File: src/common/psg_pkg.sv
// Shared PSG types; voice count is fixed at 16 and each voice uses four attribute bytes
package psg_pkg;

    //////////////////////////////
    // Widths with a meaning
    //////////////////////////////

    typedef logic [3:0]         channel_t;
    // Upper four bits voice, lower two bits byte
    typedef logic [5:0]         attr_addr_t;
    typedef logic [7:0]         attr_byte_t;
    typedef logic [15:0]        freq_t;
    typedef logic [5:0]         volume_t;
    typedef logic [5:0]         pulsewidth_t;
    typedef logic [1:0]         waveform_t;
    typedef logic [16:0]        phase_t;
    typedef logic [9:0]         wave_t;
    typedef logic [9:0]         gain_t;
    typedef logic signed [18:0] scaled_t;
    typedef logic signed [22:0] audio_t;

    // Sequencer states
    typedef enum logic [1:0] {
        idle,
        fetch,
        calc
    } seq_state_t;

    // Waveform select codes
    localparam waveform_t wave_pulse    = 2'd0;
    localparam waveform_t wave_saw      = 2'd1;
    localparam waveform_t wave_triangle = 2'd2;
    localparam waveform_t wave_noise    = 2'd3;

    //////////////////////////////
    // Volume to gain
    //////////////////////////////

    // 0.5 dB per step, code 63 is unity (512)
    localparam gain_t gain_table [64] = '{
        10'd0,   10'd14,  10'd15,  10'd16,  10'd16,  10'd17,  10'd19,  10'd20,
        10'd21,  10'd22,  10'd23,  10'd25,  10'd26,  10'd28,  10'd30,  10'd32,
        10'd33,  10'd35,  10'd38,  10'd40,  10'd42,  10'd45,  10'd47,  10'd50,
        10'd53,  10'd57,  10'd60,  10'd64,  10'd67,  10'd71,  10'd76,  10'd80,
        10'd85,  10'd90,  10'd95,  10'd101, 10'd107, 10'd114, 10'd120, 10'd128,
        10'd135, 10'd143, 10'd152, 10'd161, 10'd170, 10'd181, 10'd191, 10'd203,
        10'd215, 10'd228, 10'd241, 10'd256, 10'd271, 10'd287, 10'd304, 10'd322,
        10'd341, 10'd362, 10'd383, 10'd406, 10'd430, 10'd456, 10'd483, 10'd512
    };

    function automatic gain_t volume_gain(input volume_t volume);
        return gain_table[volume];
    endfunction

endpackage

File: src/common/voice_if.sv
// Attributes of the voice being processed; fields are only meaningful during calc
interface voice_if;

    psg_pkg::channel_t    channel;
    psg_pkg::freq_t       freq;
    psg_pkg::volume_t     volume;
    logic                 left_en;
    logic                 right_en;
    psg_pkg::pulsewidth_t pulsewidth;
    psg_pkg::waveform_t   waveform;
    // One cycle per voice
    logic                 calc;

    modport seq (
        output channel, freq, volume, left_en, right_en, pulsewidth, waveform, calc
    );

    modport voice (
        input channel, freq, volume, pulsewidth, waveform, calc
    );

    modport mix (
        input left_en, right_en, calc
    );

endinterface

File: src/hdl/dpram.sv
// Single clock RAM; read data lags the address by one cycle, contents start at zero
module dpram #(
    parameter int addr_width = 6,
    parameter int data_width = 8
) (
    input  logic                  clk,
    input  logic [addr_width-1:0] rd_addr,
    output logic [data_width-1:0] rd_data,
    input  logic [addr_width-1:0] wr_addr,
    input  logic [data_width-1:0] wr_data,
    input  logic                  wr_en
);

    logic [data_width-1:0] mem [2**addr_width];

    // Power-up contents, all voices silent
    initial begin
        for (int i = 0; i < 2**addr_width; i++) begin
            mem[i] = '0;
        end
    end

    always_ff @(posedge clk) begin
        if (wr_en) begin
            mem[wr_addr] <= wr_data;
        end
        rd_data <= mem[rd_addr];
    end

endmodule

File: src/psg/psg_mixer.sv
// Stereo sum of one frame; outputs follow the accumulators only while the sequencer is idle
module psg_mixer (
    input  logic              clk,
    input  logic              rst,
    input  logic              frame_start,
    input  logic              idle,
    voice_if.mix              bus,
    input  psg_pkg::scaled_t  scaled,
    output psg_pkg::audio_t   left_audio,
    output psg_pkg::audio_t   right_audio
);

    psg_pkg::audio_t left_acc;
    psg_pkg::audio_t right_acc;

    always_ff @(posedge clk or posedge rst) begin
        if (rst) begin
            left_acc    <= '0;
            right_acc   <= '0;
            left_audio  <= '0;
            right_audio <= '0;
        end else begin
            if (frame_start) begin
                left_acc  <= '0;
                right_acc <= '0;
            end else if (bus.calc) begin
                // Each side only sums voices routed to it
                if (bus.left_en) begin
                    left_acc <= left_acc + scaled;
                end
                if (bus.right_en) begin
                    right_acc <= right_acc + scaled;
                end
            end

            // Publish point, first idle edge after voice 15
            if (idle) begin
                left_audio  <= left_acc;
                right_audio <= right_acc;
            end
        end
    end

endmodule

File: src/psg/psg_sequencer.sv
// Walks all 16 voices per frame, six cycles each; next_sample is ignored while a frame runs
module psg_sequencer (
    input  logic                   clk,
    input  logic                   rst,
    input  logic                   next_sample,
    output psg_pkg::attr_addr_t    rd_addr,
    input  psg_pkg::attr_byte_t    rd_data,
    output logic                   frame_start,
    output logic                   idle,
    voice_if.seq                   bus
);

    psg_pkg::seq_state_t state;
    psg_pkg::channel_t   channel;
    logic [2:0]          byte_cnt;
    logic [31:0]         attr_word;

    //////////////////////////////
    // Control FSM
    //////////////////////////////

    always_ff @(posedge clk or posedge rst) begin
        if (rst) begin
            state    <= psg_pkg::idle;
            channel  <= '0;
            byte_cnt <= '0;
        end else begin
            case (state)
                psg_pkg::idle: begin
                    if (next_sample) begin
                        state    <= psg_pkg::fetch;
                        channel  <= '0;
                        byte_cnt <= '0;
                    end
                end

                psg_pkg::fetch: begin
                    // Stale byte first, then bytes 0 to 3
                    if (byte_cnt == 3'd4) begin
                        state    <= psg_pkg::calc;
                        byte_cnt <= '0;
                    end else begin
                        byte_cnt <= byte_cnt + 3'd1;
                    end
                end

                psg_pkg::calc: begin
                    channel <= channel + 4'd1;
                    if (channel == 4'd15) begin
                        state <= psg_pkg::idle;
                    end else begin
                        state <= psg_pkg::fetch;
                    end
                end

                default: begin
                    state <= psg_pkg::idle;
                end
            endcase
        end
    end

    // Address leads the shift by one cycle because of the registered read
    assign rd_addr = {channel, byte_cnt[1:0]};

    // Bytes arrive least significant first
    always_ff @(posedge clk) begin
        if (state == psg_pkg::fetch) begin
            attr_word <= {rd_data, attr_word[31:8]};
        end
    end

    assign frame_start = (state == psg_pkg::idle) && next_sample;
    assign idle        = (state == psg_pkg::idle);

    //////////////////////////////
    // Voice bus
    //////////////////////////////

    assign bus.channel    = channel;
    assign bus.freq       = attr_word[15:0];
    assign bus.volume     = attr_word[21:16];
    assign bus.left_en    = attr_word[22];
    assign bus.right_en   = attr_word[23];
    assign bus.pulsewidth = attr_word[29:24];
    assign bus.waveform   = attr_word[31:30];
    assign bus.calc       = (state == psg_pkg::calc);

    // Assertions

    a_byte_cnt_range: assert property (
        @(posedge clk) disable iff (rst) byte_cnt <= 3'd4
    );

    // Calc comes right after the last fetch cycle and lasts one cycle
    a_calc_single: assert property (
        @(posedge clk) disable iff (rst)
        bus.calc |-> $past(state == psg_pkg::fetch && byte_cnt == 3'd4) ##1 !bus.calc
    );

    // A frame lasts 96 cycles before idle returns
    a_frame_length: assert property (
        @(posedge clk) disable iff (rst)
        frame_start |=> !idle [*96] ##1 idle
    );

endmodule

File: src/psg/psg_top.sv
// 16-voice PSG; next_sample must come from a sample-rate divider, output updates 97 cycles later
module psg_top (
    input  logic                 clk,
    input  logic                 rst,
    input  psg_pkg::attr_addr_t  attr_addr,
    input  psg_pkg::attr_byte_t  attr_wrdata,
    input  logic                 attr_write,
    input  logic                 next_sample,
    output psg_pkg::audio_t      left_audio,
    output psg_pkg::audio_t      right_audio
);

    psg_pkg::attr_addr_t rd_addr;
    psg_pkg::attr_byte_t rd_data;
    logic                frame_start;
    logic                idle;
    psg_pkg::scaled_t    scaled;

    voice_if bus ();

    // Host side write, sequencer side read
    dpram #(
        .addr_width (6),
        .data_width (8)
    ) attr_ram (
        .clk     (clk),
        .rd_addr (rd_addr),
        .rd_data (rd_data),
        .wr_addr (attr_addr),
        .wr_data (attr_wrdata),
        .wr_en   (attr_write)
    );

    psg_sequencer u_sequencer (
        .clk         (clk),
        .rst         (rst),
        .next_sample (next_sample),
        .rd_addr     (rd_addr),
        .rd_data     (rd_data),
        .frame_start (frame_start),
        .idle        (idle),
        .bus         (bus.seq)
    );

    psg_voice u_voice (
        .clk    (clk),
        .rst    (rst),
        .bus    (bus.voice),
        .scaled (scaled)
    );

    psg_mixer u_mixer (
        .clk         (clk),
        .rst         (rst),
        .frame_start (frame_start),
        .idle        (idle),
        .bus         (bus.mix),
        .scaled      (scaled),
        .left_audio  (left_audio),
        .right_audio (right_audio)
    );

endmodule

File: src/psg/psg_voice.sv
// Voice datapath; phase and noise live in a 16-entry RAM, written back one edge after calc
module psg_voice (
    input  logic              clk,
    input  logic              rst,
    voice_if.voice            bus,
    output psg_pkg::scaled_t  scaled
);

    logic [15:0]          lfsr;
    logic [26:0]          work_rd;
    logic [26:0]          work_wr;
    logic                 wr_en;
    psg_pkg::channel_t    wr_idx;
    psg_pkg::wave_t       noise;
    psg_pkg::phase_t      phase;
    psg_pkg::phase_t      new_phase;
    psg_pkg::wave_t       new_noise;
    logic                 noise_latch;
    psg_pkg::wave_t       pulse_val;
    psg_pkg::wave_t       saw_val;
    psg_pkg::wave_t       tri_val;
    psg_pkg::wave_t       wave;
    logic signed [9:0]    signed_wave;
    psg_pkg::gain_t       gain;

    //////////////////////////////
    // Noise source
    //////////////////////////////

    // Free running from reset, taps 15, 4, 2, 1
    always_ff @(posedge clk or posedge rst) begin
        if (rst) begin
            lfsr <= 16'd1;
        end else begin
            lfsr <= {lfsr[14:0], lfsr[1] ^ lfsr[2] ^ lfsr[4] ^ lfsr[15]};
        end
    end

    //////////////////////////////
    // Working RAM
    //////////////////////////////

    dpram #(
        .addr_width ($bits(psg_pkg::channel_t)),
        .data_width ($bits(psg_pkg::wave_t) + $bits(psg_pkg::phase_t))
    ) work_ram (
        .clk     (clk),
        .rd_addr (bus.channel),
        .rd_data (work_rd),
        .wr_addr (wr_idx),
        .wr_data (work_wr),
        .wr_en   (wr_en)
    );

    assign noise = work_rd[26:17];
    assign phase = work_rd[16:0];

    // Silent voice restarts from zero
    assign new_phase   = (bus.volume != '0) ? phase + bus.freq : '0;
    assign noise_latch = phase[16] && !new_phase[16];
    assign new_noise   = noise_latch ? lfsr[9:0] : noise;

    always_ff @(posedge clk or posedge rst) begin
        if (rst) begin
            wr_en <= 1'b0;
        end else begin
            wr_en <= bus.calc;
        end
    end

    // Write data and index are captured on the calc edge
    always_ff @(posedge clk) begin
        wr_idx  <= bus.channel;
        work_wr <= {new_noise, new_phase};
    end

    //////////////////////////////
    // Waveform and volume
    //////////////////////////////

    assign pulse_val = (phase[16:10] > {1'b0, bus.pulsewidth}) ? 10'h000 : 10'h3ff;
    assign saw_val   = phase[16:7];
    assign tri_val   = phase[16] ? ~phase[15:6] : phase[15:6];

    always_comb begin
        case (bus.waveform)
            psg_pkg::wave_pulse:    wave = pulse_val;
            psg_pkg::wave_saw:      wave = saw_val;
            psg_pkg::wave_triangle: wave = tri_val;
            default:                wave = noise;
        endcase
    end

    // Offset binary to two's complement
    assign signed_wave = {~wave[9], wave[8:0]};
    assign gain        = psg_pkg::volume_gain(bus.volume);
    assign scaled      = signed_wave * $signed({1'b0, gain});

    // Write-back targets the voice just calculated, one behind the voice being read
    a_wb_after_calc: assert property (
        @(posedge clk) disable iff (rst)
        wr_en |-> (bus.channel == wr_idx + 4'd1)
    );

endmodule

File: config.mk
export PLATFORM = sky130hd
export DESIGN_NAME = psg_top
export DESIGN_NICKNAME = d
export VERILOG_FILES = /design/src/common/psg_pkg.sv /design/src/common/voice_if.sv /design/src/hdl/dpram.sv /design/src/psg/psg_mixer.sv /design/src/psg/psg_sequencer.sv /design/src/psg/psg_top.sv /design/src/psg/psg_voice.sv
export SDC_FILE = /design/constraint.sdc
export NUM_CORES = 2
export LEC_CHECK = 0
export ABC_CLOCK_PERIOD_IN_PS = 10700
export BUFFER_PORTS_ARGS = -buffer_cell sky130_fd_sc_hd__buf_2
export CORE_MARGIN = 2
export CORE_UTILIZATION = 55
export DETAILED_ROUTE_END_ITERATION = 10
export PLACE_DENSITY = 0.71
export SLEW_MARGIN = 30
export SYNTH_ARGS = -nofsm -noshare
export SYNTH_HDL_FRONTEND = slang
export SYNTH_SLANG_ARGS = --single-unit
File: constraint.sdc
create_clock -name clk -period 10.7 [get_ports clk]
set_input_delay 1.605 -clock clk [delete_from_list [all_inputs] [get_ports clk]]
set_output_delay 1.605 -clock clk [all_outputs]
set_load 0.03 [all_outputs]
==> summary.txt <==
Dominant synthesized flop cell - sky130_fd_sc_hd__edfxtp_1
Kind of critical path - flop to flop
Sw power - 2310 uW
Number of stages on the worst hold path - 0
HP Class - flop to flop
Largest net degree at the start of global routing - 119
Count of hold-fix buffers inserted at cts - 0
DP Cell Count - 4,239
Headroom to the max-slew limit - 29.4%
Final antenna diode count - 0
Die Y - 306 um
Number of synthesis warnings - 0
Startpoint Class - flop
Growth of design area from synthesis to finish - 11.0%
Number of nets produced by synthesis - 3,316
PD cells - 177 nW/um2
DRC violation count after routing - 0
Remaining global-route overflow - 0
Critical path data required time - 11.27 ns
Cell count of the worst reg-to-reg path - 36
Number of enable flip-flop cells after synthesis - 976
Worst path buffer plus inverter count - 5
CTS Buf Count - 112
Fill cell instance count of the final layout - 6,423
Number of max-slew violations in the final report - 0
Register bit total from synthesis - 1,160
Count of final setup violators - 0
H-tree Lvls - 3
Antenna violations before repair - 0
Hold violation count in the final report - 0
Worst IR Drop VDD - 0.000158 V
Distinct cell type count of the synthesized netlist - 71
Count of clock tree sinks - 1,160
Highest attainable clock frequency - 0.105 GHz
Fraction of power consumed by sequential logic - 51.1%
Final worst path period need - 9.54 ns
Vias in the first global route - 28,208
Total cell area at the placement stage - 52,000 um2
Cell type with the highest occurrence count on the critical path - sky130_fd_sc_hd__inv_1
Slowest cell on crit path - sky130_fd_sc_hd__a21oi_1
Via total after detailed routing - 27,489
Endpoint arrival time on the critical path - 10.11 ns
Count of input and output buffers - 63
DR pass1 iterations - 6
Number of nets at the end of the flow - 3,399
Area inside the core boundary - 90,300 um2
Die W - 306 um
Fraction of power consumed by the clock network - 39.5%
Setup TNS after final layout - 0 ns
Count of mapped cells out of synthesis - 3,098
Cell internal power dissipation - 7560 uW
Std-Cell Rows - 110
Proportion of layout cells with a drive suffix above 1 - 18.7%
Iter 0 DRT Violations - 2,803
Total track usage - 23.9%
Mean Syn Cell Area - 16.2 um2
Post-CTS Repair Setup Buffers - 0
Switching Share - 23.4%
Critical path fanouts, max - 9
Die area - 93,800 um2
Status - finished clean
Most used cells in the layout excluding fill and tap cells - 976 x sky130_fd_sc_hd__edfxtp_1, 199 x sky130_fd_sc_hd__mux4_2, 188 x sky130_fd_sc_hd__nor2_1
Resize count post-CTS - 0
Clock input transition at the sequential cells of the worst setup and hold paths - 0.07 ns
Worst clock skew - 0.0420 ns
Static leakage - 0.0206 uW
Global-route wire length before repair - 170,000 um
Wire length after detailed routing - 111,000 um
Max_cap viols - 0
Worst skew pair latency - 0.71 ns
Layout Cell Area excl Fill - 55,800 um2
Final weighted congestion in routability-driven placement - 0.875
Depth of the critical timing path with buffers and inverters included - 36
Share of synthesized flip-flops with an asynchronous set or reset - 10.2%
Synthesized area - 50,300 um2
Finished Layout Cells - 4,454
Type of destination of the critical path - flop
Number of primary I/O pins - 64
Delay contributed by the slowest stage of the critical path - 0.59 ns
Share of the cycle needed by the critical path after routing - 89.2%
Most common cell after layout, fill and taps aside - sky130_fd_sc_hd__edfxtp_1
Clock tree from TritonCTS - built
Cell family with the largest share of critical-path delay - compound AO/OA/AOI/OAI gates
Unrepaired setup endpoints after global routing - false
Initial cell density of the core - 55.7%
Maximum clock path buffer count - 3
Clock root buffer - sky130_fd_sc_hd__clkbuf_16
Part of the total power dissipated in combinational logic - 9.4%
Antenna Nets Post-Route - 0
Vias per std cell - 6.17
Sequential-to-total area share from yosys stat - 66.8%
Worst Tran Pin Value - 1.06 ns
Dpl hpwl - 66,200 um
WL/cell - 24.8 um
power groups by stage:
stage          combinational (uW)  sequential [uW]  clock (uW)
6_report                      931             5040        3900
5_1_grt                      1040             5060        4110
4_1_cts                       919             5050        3940
3_5_place_dp                  912             5140           0
3_3_place_gp                  872             5140           0
2_1_floorplan                 715             5100           0
metrics by stage:
| stage | hold WS, ns | setup WS, ns | util [%] | total power [uW] |
|---|---|---|---|---|
| after floorplan | 0.331 | 2.45 | - | 5810 |
| after CTS | 0.351 | 1.28 | 61.7 | 9910 |
| after global routing | 0.355 | 0.446 | 61.8 | 10200 |
| after global placement | 0.338 | 1.52 | 57.5 | 6010 |
| after detailed placement | 0.338 | 1.32 | 57.6 | 6050 |
| final | 0.342 | 1.16 | 61.8 | 9880 |
state kept, by name (all words and copies together) (netlist names), 2 cells and up:
signal,count
u_sequencer.byte_cnt,3
u_voice.work_ram.rd_data,27
u_sequencer.state,2
u_mixer.left_acc,23
attr_ram.mem,512
u_voice.lfsr,16
u_voice.work_ram.mem,432
u_mixer.right_acc,23
u_sequencer.attr_word,32
u_sequencer.bus.channel,4
u_mixer.left_audio,23
u_voice.work_wr,27
u_mixer.right_audio,23
u_voice.wr_idx,4
attr_ram.rd_data,8
worst paths after layout:
check / from / end / slack, ns
max in group asynchronous: rst / u_sequencer.bus.channel[0] / 8.57
worst max-delay path: u_sequencer.attr_word[25] / u_mixer.right_acc[22] / 1.16
worst min register to register: u_voice.lfsr[13] / u_voice.lfsr[14] / 0.34
worst max register to register: u_sequencer.attr_word[25] / u_mixer.right_acc[22] / 1.16
min in group asynchronous: rst / u_mixer.left_audio[20] / 0.99
worst min-delay path: u_voice.lfsr[13] / u_voice.lfsr[14] / 0.34
cell usage after synthesis, types with 7 or more instances:
cell type / instances / area [um2]
sky130_fd_sc_hd__nand2_1: 145 / 544
sky130_fd_sc_hd__clkbuf_1: 95 / 357
sky130_fd_sc_hd__and3_1: 13 / 81.3
sky130_fd_sc_hd__xnor2_1: 41 / 359
sky130_fd_sc_hd__ha_1: 134 / 1680
sky130_fd_sc_hd__nor3_1: 32 / 160
sky130_fd_sc_hd__a22o_1: 8 / 70.1
sky130_fd_sc_hd__nor2b_1: 28 / 175
sky130_fd_sc_hd__dfrtp_1: 117 / 2930
sky130_fd_sc_hd__o211ai_1: 7 / 52.6
sky130_fd_sc_hd__buf_2: 13 / 65.1
sky130_fd_sc_hd__inv_1: 122 / 458
sky130_fd_sc_hd__a211oi_1: 13 / 97.6
sky130_fd_sc_hd__mux2i_1: 107 / 1070
sky130_fd_sc_hd__edfxtp_1: 976 / 29300
sky130_fd_sc_hd__xor2_1: 31 / 272
sky130_fd_sc_hd__buf_1: 26 / 97.6
sky130_fd_sc_hd__o21ai_0: 155 / 776
sky130_fd_sc_hd__fa_1: 66 / 1320
sky130_fd_sc_hd__nand2b_1: 38 / 238
sky130_fd_sc_hd__o21a_1: 18 / 135
sky130_fd_sc_hd__a21oi_1: 107 / 536
sky130_fd_sc_hd__mux4_2: 199 / 4480
sky130_fd_sc_hd__a21o_1: 26 / 195
sky130_fd_sc_hd__nor2_1: 201 / 754
sky130_fd_sc_hd__o21ai_1: 11 / 55.1
sky130_fd_sc_hd__a22oi_1: 37 / 278
sky130_fd_sc_hd__or2_2: 9 / 56.3
sky130_fd_sc_hd__nand3_1: 17 / 85.1
sky130_fd_sc_hd__mux2_2: 96 / 1080
sky130_fd_sc_hd__dfxtp_1: 66 / 1320
sky130_fd_sc_hd__nand4_1: 9 / 56.3
sky130_fd_sc_hd__or3_1: 7 / 43.8
sky130_fd_sc_hd__a31oi_1: 15 / 93.8
sky130_fd_sc_hd__a221oi_1: 38 / 333
layout make-up:
class                   instances  area (um2)  area share, %
clock buffers                 157        3170           5.68
clock inverters                54         492          0.882
inverters                     122         460          0.826
multi-input cells            1681       15900           28.4
flip-flops and latches       1160       33600           60.2
well taps                    1176        1470           2.64
repair buffers                104         721           1.29
routing by layer:
layer,vias up,global-route usage [%],wire (um),part of all wire (%)
met5,-,0,0,0
met4,0,7.12,2910,2.6
met3,213,3.57,7620,6.9
met2,1048,39.5,54600,49
met1,14100,33.4,45400,41
li1,12128,-,-,-
logic make-up (layout without fill, tap and decap cells):
group	count (synthesis)	after routing	synth area share (%)
buf+inv	257	437	1.97
mux	402	402	13.2
flops	1160	1160	66.8
fa+ha+maj	200	200	5.96
xor+xnor	72	72	1.25
simple gates	528	528	4.81
compound gates	479	479	5.98
Power figures use the tool's default switching activity.
